## src/source/multicore_cfg.svh

```systemverilog
`ifndef MULTICORE_CFG_SVH
`define MULTICORE_CFG_SVH

// --------------------------------------------------
// Array size and timing
// --------------------------------------------------
`define N_CORES 4  // Neuron cores in the array.
`define N_TAPS 4   // Samples per input vector.
`define STAGGER 9  // Cycles between core releases.

// --------------------------------------------------
// Datapath widths
// --------------------------------------------------
`define SAMPLE_W 19
`define WEIGHT_W 12
`define RESULT_W 28  // Rectified output, unsigned.

`endif

```

## src/source/multicore_pkg.sv

```systemverilog
`include "multicore_cfg.svh"

package multicore_pkg;

	// Signed fixed-point operands.
	typedef logic signed [`SAMPLE_W-1:0] sample_t;
	typedef logic signed [`WEIGHT_W-1:0] weight_t;
	typedef logic signed [`SAMPLE_W+`WEIGHT_W-1:0] prod_t;

	// Room for N_TAPS full-scale products.
	typedef logic signed [`SAMPLE_W+`WEIGHT_W+$clog2(`N_TAPS)-1:0] acc_t;

	typedef logic [`RESULT_W-1:0] result_t;

	typedef logic [$clog2(`N_CORES)-1:0] core_idx_t;
	typedef logic [$clog2(`N_TAPS)-1:0] tap_idx_t;

	typedef enum logic [1:0] {
		seq_hold,
		seq_release,
		seq_done
	} seq_state_t;

endpackage

```

## src/source/core_link_if.sv

```systemverilog
`timescale 1ns/10ps

// One core's result on its way to the arbiter.
interface core_link_if;
	import multicore_pkg::*;

	logic valid;
	logic ready;
	result_t result;
	logic saturated;  // Result was clipped at the top.

	modport core (
		output valid,
		output result,
		output saturated,
		input ready
	);

	modport arbiter (
		input valid,
		input result,
		input saturated,
		output ready
	);
endinterface

```

## src/source/reset_sequencer.sv

```systemverilog
`timescale 1ns/10ps
`include "multicore_cfg.svh"

module reset_sequencer (
	input logic clk,
	input logic rst,
	output logic [`N_CORES-1:0] core_run,
	output logic all_up
);
	import multicore_pkg::*;

	localparam int CNT_W = $clog2(`STAGGER + 1);
	localparam logic [CNT_W-1:0] CNT_LAST = CNT_W'(`STAGGER - 1);

	seq_state_t state;
	logic [CNT_W-1:0] cnt;
	core_idx_t ptr;  // Next core to release.

	always_ff @(posedge clk) begin
		if (rst) begin
			state <= seq_hold;
			cnt <= '0;
			ptr <= '0;
			core_run <= '0;
			all_up <= 1'b0;
		end else begin
			case (state)
				seq_hold,
				seq_release: begin
					state <= seq_release;
					if (cnt == CNT_LAST) begin
						cnt <= '0;
						core_run[ptr] <= 1'b1;
						ptr <= ptr + 1'b1;
						if (ptr == core_idx_t'(`N_CORES - 1)) begin
							state <= seq_done;  // Last core is up.
							all_up <= 1'b1;
						end
					end else begin
						cnt <= cnt + 1'b1;
					end
				end
				seq_done: begin
					all_up <= 1'b1;
				end
				default: state <= seq_hold;
			endcase
		end
	end

	// A released core stays released until the next reset.
	a_run_no_fall: assert property (@(posedge clk) disable iff (rst)
		!$past(rst) |-> (($past(core_run) & ~core_run) == '0));

endmodule

```

## src/source/neuron_core.sv

```systemverilog
`timescale 1ns/10ps
`include "multicore_cfg.svh"

module neuron_core #(
	parameter int CORE_ID = 0
) (
	input logic clk,
	input logic rst,
	input logic run,
	input logic take,
	input multicore_pkg::sample_t sample,
	output logic sample_ready,
	input logic wt_valid,
	input multicore_pkg::core_idx_t wt_core,
	input multicore_pkg::tap_idx_t wt_tap,
	input multicore_pkg::weight_t wt_data,
	core_link_if.core link
);
	import multicore_pkg::*;

	localparam int ACC_W = $bits(acc_t);
	localparam tap_idx_t LAST_TAP = tap_idx_t'(`N_TAPS - 1);

	logic core_rst;
	weight_t weights [`N_TAPS];
	tap_idx_t tap_cnt;
	acc_t acc;
	prod_t prod;
	acc_t sum;
	result_t clipped;
	logic clip_hit;
	logic last_tap;
	logic res_valid;
	result_t res_data;
	logic res_sat;

	assign core_rst = rst | ~run;  // Held down until the sequencer lets go.

	// --------------------------------------------------
	// Weight store
	// --------------------------------------------------
	always_ff @(posedge clk) begin
		if (wt_valid && wt_core == core_idx_t'(CORE_ID)) begin
			weights[wt_tap] <= wt_data;
		end
	end

	// --------------------------------------------------
	// Multiply-accumulate
	// --------------------------------------------------
	assign last_tap = (tap_cnt == LAST_TAP);
	assign prod = sample * weights[tap_cnt];
	assign sum = acc + prod;

	always_ff @(posedge clk) begin
		if (core_rst) begin
			tap_cnt <= '0;
			acc <= '0;
		end else if (take) begin
			if (last_tap) begin
				tap_cnt <= '0;  // Sum goes to the result register.
				acc <= '0;
			end else begin
				tap_cnt <= tap_cnt + 1'b1;
				acc <= sum;
			end
		end
	end

	// Rectify, then clip to the result range.
	always_comb begin
		clip_hit = 1'b0;
		if (sum[ACC_W-1]) begin
			clipped = '0;
		end else if (|sum[ACC_W-2:`RESULT_W]) begin
			clipped = '1;
			clip_hit = 1'b1;
		end else begin
			clipped = sum[`RESULT_W-1:0];
		end
	end

	// --------------------------------------------------
	// Result register
	// --------------------------------------------------
	always_ff @(posedge clk) begin
		if (core_rst) begin
			res_valid <= 1'b0;
		end else if (take && last_tap) begin
			res_valid <= 1'b1;
		end else if (link.ready) begin
			res_valid <= 1'b0;
		end
	end

	always_ff @(posedge clk) begin
		if (take && last_tap) begin
			res_data <= clipped;
			res_sat <= clip_hit;
		end
	end

	// Next vector may fill up to its last tap while the result waits.
	assign sample_ready = ~(res_valid & last_tap);

	assign link.valid = res_valid;
	assign link.result = res_data;
	assign link.saturated = res_sat;

	a_take_ready: assert property (@(posedge clk) disable iff (core_rst)
		take |-> sample_ready);

	a_link_hold: assert property (@(posedge clk) disable iff (core_rst)
		link.valid && !link.ready |=> link.valid && $stable(link.result)
			&& $stable(link.saturated));

endmodule

```

## src/source/result_arbiter.sv

```systemverilog
`timescale 1ns/10ps
`include "multicore_cfg.svh"

module result_arbiter (
	input logic clk,
	input logic rst,
	core_link_if.arbiter links [`N_CORES],
	output logic out_valid,
	input logic out_ready,
	output multicore_pkg::result_t out_data,
	output logic out_saturated,
	output multicore_pkg::core_idx_t out_core
);
	import multicore_pkg::*;

	logic [`N_CORES-1:0] link_valid;
	logic [`N_CORES-1:0] link_sat;
	logic [`N_CORES-1:0] link_ready;
	result_t link_result [`N_CORES];
	core_idx_t pick;
	logic pick_any;
	logic load;

	for (genvar i = 0; i < `N_CORES; i++) begin : g_link
		assign link_valid[i] = links[i].valid;
		assign link_result[i] = links[i].result;
		assign link_sat[i] = links[i].saturated;
		assign links[i].ready = link_ready[i];
	end

	// --------------------------------------------------
	// Fixed priority, lowest index wins
	// --------------------------------------------------
	always_comb begin
		pick = '0;
		pick_any = 1'b0;
		for (int i = `N_CORES - 1; i >= 0; i--) begin
			if (link_valid[i]) begin
				pick = core_idx_t'(i);
				pick_any = 1'b1;
			end
		end
	end

	assign load = pick_any & (~out_valid | out_ready);  // Empty or draining.

	always_comb begin
		link_ready = '0;
		if (load) begin
			link_ready[pick] = 1'b1;
		end
	end

	// --------------------------------------------------
	// Output register
	// --------------------------------------------------
	always_ff @(posedge clk) begin
		if (rst) begin
			out_valid <= 1'b0;
		end else if (load) begin
			out_valid <= 1'b1;
		end else if (out_ready) begin
			out_valid <= 1'b0;
		end
	end

	always_ff @(posedge clk) begin
		if (load) begin
			out_data <= link_result[pick];
			out_saturated <= link_sat[pick];
			out_core <= pick;
		end
	end

	a_out_stall: assert property (@(posedge clk) disable iff (rst)
		out_valid && !out_ready |=> out_valid && $stable(out_data)
			&& $stable(out_core) && $stable(out_saturated));

endmodule

```

## src/source/multicore.sv

```systemverilog
`timescale 1ns/10ps
`include "multicore_cfg.svh"

module multicore (
	input logic clk,
	input logic rst,

	// Sample stream, broadcast to all cores.
	input logic in_valid,
	output logic in_ready,
	input multicore_pkg::sample_t in_data,

	// Weight writes, always accepted.
	input logic wt_valid,
	input multicore_pkg::core_idx_t wt_core,
	input multicore_pkg::tap_idx_t wt_tap,
	input multicore_pkg::weight_t wt_data,

	// Tagged result stream.
	output logic out_valid,
	input logic out_ready,
	output multicore_pkg::result_t out_data,
	output logic out_saturated,
	output multicore_pkg::core_idx_t out_core
);

	logic [`N_CORES-1:0] core_run;
	logic [`N_CORES-1:0] sample_ready;
	logic all_up;
	logic take;

	core_link_if links [`N_CORES] ();

	reset_sequencer i_seq (
		.clk (clk),
		.rst (rst),
		.core_run (core_run),
		.all_up (all_up)
	);

	// Every core must be up and able to take the sample.
	assign in_ready = all_up & (&sample_ready);
	assign take = in_valid & in_ready;

	// --------------------------------------------------
	// Neuron cores
	// --------------------------------------------------
	for (genvar c = 0; c < `N_CORES; c++) begin : g_core
		neuron_core #(
			.CORE_ID (c)
		) i_core (
			.clk (clk),
			.rst (rst),
			.run (core_run[c]),
			.take (take),
			.sample (in_data),
			.sample_ready (sample_ready[c]),
			.wt_valid (wt_valid),
			.wt_core (wt_core),
			.wt_tap (wt_tap),
			.wt_data (wt_data),
			.link (links[c])
		);
	end

	result_arbiter i_arb (
		.clk (clk),
		.rst (rst),
		.links (links),
		.out_valid (out_valid),
		.out_ready (out_ready),
		.out_data (out_data),
		.out_saturated (out_saturated),
		.out_core (out_core)
	);

endmodule

```

## config.mk

```make
export PLATFORM = sky130hd
export DESIGN_NAME = multicore
export DESIGN_NICKNAME = d
export VERILOG_FILES = /design/src/source/multicore_pkg.sv /design/src/source/core_link_if.sv /design/src/source/reset_sequencer.sv /design/src/source/neuron_core.sv /design/src/source/result_arbiter.sv /design/src/source/multicore.sv
export VERILOG_INCLUDE_DIRS = /design/src /design/src/source
export SDC_FILE = /design/constraint.sdc
export NUM_CORES = 2
export LEC_CHECK = 0
export BUFFER_PORTS_ARGS = -buffer_cell sky130_fd_sc_hd__buf_4
export CAP_MARGIN = 20
export CORE_UTILIZATION = 30
export DETAILED_ROUTE_END_ITERATION = 16
export GPL_TIMING_DRIVEN = 0
export PLACE_DENSITY = 0.45
export SLEW_MARGIN = 20
export SYNTH_ARGS = -nofsm -noshare
export SYNTH_HDL_FRONTEND = slang
export SYNTH_SLANG_ARGS = --single-unit
export TNS_END_PERCENT = 20
```

## constraint.sdc

```tcl
create_clock -name clk -period 9.2 [get_ports clk]
set_input_delay 1.84 -clock clk [delete_from_list [all_inputs] [get_ports clk]]
set_output_delay 1.84 -clock clk [all_outputs]
set_load 0.02 [all_outputs]
```

After elaboration in Yosys (flattened, before gate mapping):

Memory sizes are Yosys's and may differ from the RTL's. A register that Yosys moved wholly into a read port is not among the register bits.
Index checks and enable logic that the tools add are counted.

* add/sub/neg operators: 10
* multiply operators: 4
* divide/modulo/power cells: 0
* magnitude comparators: 5
* equal/unequal tests: 13
* shift-type cells: 0
* muxes and demuxes: 67
* bitwise gates (word level): 23
* reductions and logical operators: 26

Operator list (number)
* $mux W28: 6
* $add A33 B31 Y33: 4
* $mux W33: 4
* $mul A19 B12 Y31: 4
* $bmux W28 S2: 1
* $mux W2: 18
* $mux W1: 31
* $eq A2 B2 Y1 const B: 8
* $reduce_or A4 Y1: 4
* $reduce_bool A2 Y1: 6
* $add A2 B1 Y2 const B: 5
* $logic_and A1 B1 Y1: 10
* $not A1 Y1: 9
* $mux W4: 2
* $and A1 B1 Y1: 7
* $lt A2 B3 Y1 const B: 2
* $or A1 B1 Y1: 5
* $add A4 B1 Y4 const B: 1
* $demux W1 S2: 2
* $eq A2 B1 Y1 const B: 2
* $eq A4 B4 Y1 const B: 1
* $ge A2 B1 Y1 const B: 2
* $logic_not A2 Y1: 2
* $ne A2 B1 Y1 const B: 2
* other kinds (10): 10

* bits in registers: 305
* bits in latches: 0
* bits in writable memories: 192
* memory bits (read-only): 0
* output and inout bits: 33
* logic and storage cells: 181
* memories kept: 4

Memory list
* g_core[0].i_core.weights: depth 4, bits a word 12, rd ports 1, clocked after Yosys merged registers in 1, write ports 1, RTL line neuron_core.sv:25 `` weight_t weights [`N_TAPS]; ``
* g_core[1].i_core.weights: depth 4, bits a word 12, rd ports 1, clocked after Yosys merged registers in 1, write ports 1, RTL line neuron_core.sv:25
* g_core[2].i_core.weights: depth 4, bits a word 12, rd ports 1, clocked after Yosys merged registers in 1, write ports 1, RTL line neuron_core.sv:25
* g_core[3].i_core.weights: depth 4, bits a word 12, rd ports 1, clocked after Yosys merged registers in 1, write ports 1, RTL line neuron_core.sv:25

Longest topological paths before layout:

* depth in word-level cells: 11
* gate-level depth with buffers: 29
* gate-level depth less buffers: 25

Modules after synthesis:

From an unflattened synthesis, not the netlist that was laid out.

* cell total of the unflattened synthesis: 5373
* area total of the unflattened synthesis: 56461.7 um^2

Modules (own cells, without submodules)
* neuron_core at g_core[1].i_core ...: instances 2, cells each 1283, area an instance 13521.7 um^2, sequential area each 3072.9 um^2
* neuron_core at g_core[0].i_core: instances 1, cells each 1276, area an instance 13447.9 um^2, sequential area each 3072.9 um^2
* neuron_core at g_core[3].i_core: instances 1, cells each 1281, area an instance 13436.6 um^2, sequential area each 3072.9 um^2
* result_arbiter: instances 1, cells each 185, area an instance 1949.4 um^2, sequential area each 950.9 um^2
* reset_sequencer: instances 1, cells each 60, area an instance 558.0 um^2, sequential area each 260.2 um^2
* multicore: instances 1, cells each 5, area an instance 26.3 um^2, sequential area each 0.0 um^2

Worst setup path before layout:

No wires, ideal clock.

* kind: input-to-reg
* start point: input port in_data[18]
* end point: register g_core[2].i_core.res_data[1], data pin
* arrival: 8.002 ns
* required time: 8.930 ns
* setup slack: 0.928 ns
* stages: 22
* buffers on the path: 3
* cell sequence: clkbuf_1 > buf_1 > nand2_1 > fa_1 > inv_1 > fa_1 > fa_1 > fa_1 > fa_1 > ha_1 > ha_1 > a21o_1 > a21oi_1 > o21ai_0 > a221oi_2 > a21oi_1 > a2111o_1 > a21oi_2 > xnor2_1 > nor4_4 > buf_6 > a21oi_1

* word-level cells in the longest chain between the ends: 4

Ends and longest elaborated chain
* start, declared: RTL line multicore.sv:11 `input multicore_pkg::sample_t in_data,`
* $mul A19 B12 Y31 *: RTL line neuron_core.sv:52 `assign prod = sample * weights[tap_cnt];`
* $add A33 B31 Y33 *: RTL line neuron_core.sv:53 `assign sum = acc + prod;`
* $reduce_or A4 Y1: RTL line neuron_core.sv:75 `` end else if (|sum[ACC_W-2:`RESULT_W]) begin ``
* $mux W28: RTL line neuron_core.sv:75
* end signal, assigned: RTL line neuron_core.sv:98 `res_data <= clipped;`
* end, declared: RTL line neuron_core.sv:34 `result_t res_data;`

Every way passes the cells marked *; elsewhere a longest branch is shown, timed or not.
A chain may end at the register's enable or synchronous reset.

Final worst setup path:

* start point: input port in_data[14]
* end point: register g_core[1].i_core.res_data[15], data pin

* word-level cells in the longest chain between the ends: 4

Ends and longest elaborated chain (RTL line)
* $mul A19 B12 Y31 *: neuron_core.sv:52
* $add A33 B31 Y33 *: neuron_core.sv:53
* $reduce_or A4 Y1: neuron_core.sv:75
* $mux W28: neuron_core.sv:75
* end signal, assigned: neuron_core.sv:98
* end, declared: neuron_core.sv:34

Marks and branches as above.

==> impl_results.md <==
* Area growth, synth to finish at 10.9%
* Worst-Margin Slew at 1.20 ns
* Row cnt at 157
* Synth Net Count at 6715
* Die outline height at 432 µm
* CP arrival at 9.39 ns
* Worst-skew pair later-pin latency at 0.72 ns
* Synth async-reset ratio at 0%
* Largest net degree at the start of global routing at 31
* Drt wl/cell at 25.0 µm
* GP Congestion at 0.939
* Leading area contributor after synthesis: fa_1
* #FFs+latches synth at 505
* Synth top area cells: fa_1 36%, edfxtp_1 18%, ha_1 7.8%
* Ys flop type: edfxtp_1
* Vias in the first global route at 40113
* Sequential fraction of the synthesis area at 24.4%
* # IOs at 73
* # DRC at 0
* Worst vdd ir at 0.422 mV
* Minimum clock period at 8.99 ns
* Fill cells at 18822
* Crit end category: flip-flop
* Level count of the clock H-tree at 2
* Commonest cells post-synth: 992 x fa_1, 899 x inv_1, 615 x nand2_1, 346 x ha_1, 339 x edfxtp_1
* Setup ws final at 0.211 ns
* Hold Startpoint: g_core[1].i_core.acc[14]$_SDFFE_PP0P_
* Initial antenna violation count at 11
* Via count at 38769
* Fin Hold WS at 0.464 ns
* Critical path origin: in_data[14]
* Max Fclk at 0.111 GHz
* CTS tree: yes
* Avg Inst Size Synth at 10.4 µm²
* CP Class: in -> reg
* Detailed Route WL at 200 mm
* Tot Pwr at 24800 µW
* YS warnings at 0
* Setup crit start kind: input pin
* DIE WIDTH at 432 µm
* Post-synthesis cell area at 0.0554 mm²
* Initial Util at 30.2%
* Clk slew on worst S/H paths at 0.06 ns
* Data required, critical path at 9.60 ns
* Largest fanout on the critical path at 10
* Final hold vios at 0
* Worst min path class: reg -> reg
* Place WS at -1.55 ns
* Total CTS buffers at 60
* Die Area at 0.186 mm²
* Yosys top cell area share at 35.8%
* Cells after Synth at 5337
* Hold bufs inserted after CTS at 0
* Grt ovf at 0
* Placed Cells at 7864
* MaxCap Viol Count at 0
* Antenna Violating Nets Remaining at 0
* Lkg Pwr at 0.0266 µW
* Port-buffer cells at 52
* Pwr dens at 404 mW/mm²
* Longest Clk Path Bufs at 3
* Setup-failing EPs final at 0
* Root buf cell: clkbuf_16
* RSZ-0062 raised after global routing: true
* DR pass1 iterations at 6
* Global Route Usage Sum at 21.7%
* Final slew viol count at 0
* Slew Limit Headroom at 19.9%
* Layout cells sized above 1 at 7.08%
* Via density at 4.86
* Layout Nets at 6837
* Period utilisation layout at 97.7%
* Final Non-Filler Cells at 7983
* Drt first-iter violations at 3438
* Distinct cells, synth at 80
* Core area at 0.183 mm²
* Outcome: completed
* First-pass GRT wire length at 288 mm
* Top-count cell post-synth: fa_1
* Number of synthesized flops with an enable pin at 339
* Clock net sink count at 505
* Final HPWL DP at 164 mm
* Clock Skew at 0.0603 ns
-- final timing paths --
kind,to,slack [ns],cells past startpoint
max,g_core[1].i_core.link.result[15]$_SDFFCE_PP0P_,0.21,24
min,g_core[1].i_core.acc[14]$_SDFFE_PP0P_,0.46,2
min reg2reg,g_core[1].i_core.acc[14]$_SDFFE_PP0P_,0.46,2
max reg2reg,g_core[2].i_core.link.result[19]$_SDFFCE_PP0P_,0.34,24
-- routing by layer --
layer | track usage [%] | wire (µm) | vias to the layer above
met5 | 0 | 24 | -
met4 | 8.39 | 9300 | 4
met3 | 4.02 | 14700 | 238
met2 | 32.4 | 85700 | 1309
met1 | 31.0 | 90000 | 20094
li1 | - | - | 17124
-- layout by cell type (no fill, tap or decap), types with 78 or more instances in the layout --
cell      instances
fa_1            992
inv_1           891
nand2_1         615
ha_1            346
edfxtp_1        339
and2_1          324
a21oi_1         294
nor2_1          264
dfxtp_1         166
clkbuf_1        161
nor3_1           98
o21ai_0          95
xnor2_1          86
clkbuf_2         78
-- stage by stage --
stage	area, µm²	utilization (%)	setup TNS (ns)
floorplan	55400	-	0
global placement	58900	32.1	-255.16
detailed placement	59200	32.3	-128.59
CTS	61300	33.4	0
global route	61400	33.5	0
finish	61400	33.5	0
-- cell type report --
cell class,count,area (µm²),area share [%]
Antenna cell,8,20.0,0.0326
Buffer,266,1160,1.88
Clock buffer,76,1590,2.59
Clock inverter,38,439,0.715
Inverter,901,3400,5.53
Multi-Input combinational cell,3653,37600,61.2
Sequential cell,505,13500,22.0
Tap cell,2464,3080,5.02
Timing Repair Buffer,72,628,1.02
-- flip-flops by register name (all words and copies together), names as in the netlist, named ones only --
name and cells:
i_arb.out_valid 1, g_core.i_core.tap_cnt 8, i_seq.cnt 4, i_arb.out_saturated 1, i_arb.out_data 28, g_core.i_core.link.valid 4
i_seq.core_run 4, g_core.i_core.link.result 112, g_core.i_core.link.saturated 4, i_seq.state 2, i_arb.out_core 2, g_core.i_core.weights 192
i_seq.ptr 2, i_seq.all_up 1, g_core.i_core.acc 132
-- what timing repair did --
item | in CTS | in global routing
pin swaps | 1 | 1
setup buffers | 2 | 6
gates cloned | 0 | 0
setup endpoints to repair | 94 | 120
resized for setup | 44 | 62
-- worst max-delay path, cell delays in order --
cell      delay [ns]
clkbuf_2        0.48
clkbuf_1        0.37
buf_6           0.26
nand2_1         0.10
fa_1            0.51
fa_1            0.51
inv_1           0.05
fa_1            0.57
fa_1            0.43
fa_1            0.45
ha_1            0.30
ha_1            0.27
clkbuf_1        0.26
nand2_1         0.14
nor2_1          0.30
nand4b_1        0.36
o31ai_1         0.38
a21o_1          0.22
a31oi_1         0.15
xnor2_1         0.23
nor4_4          0.49
buf_2           0.36
buf_4           0.24
a21oi_1         0.08
-- logic make-up after synthesis --
logic type	count (synthesis)	synth area share [%]
AOI/OAI and AO/OA	636	6.97
and+or+nand+nor	1455	12.2
DFF	505	24.4
muxes	83	2.50
buffers and inverters	1179	8.05
xor gates and xnor gates	141	2.23
adders and majority gates	1338	43.6
-- report_power, final --
part / internal (µW) / switching, µW / leakage, µW
Combinational: 6550 / 12400 / 0.0213
Sequential: 3310 / 4.79 / 0.00439
Clock: 1410 / 1120 / 0.000973
Total: 11300 / 13600 / 0.0266
Power figures use the tool's default switching activity.
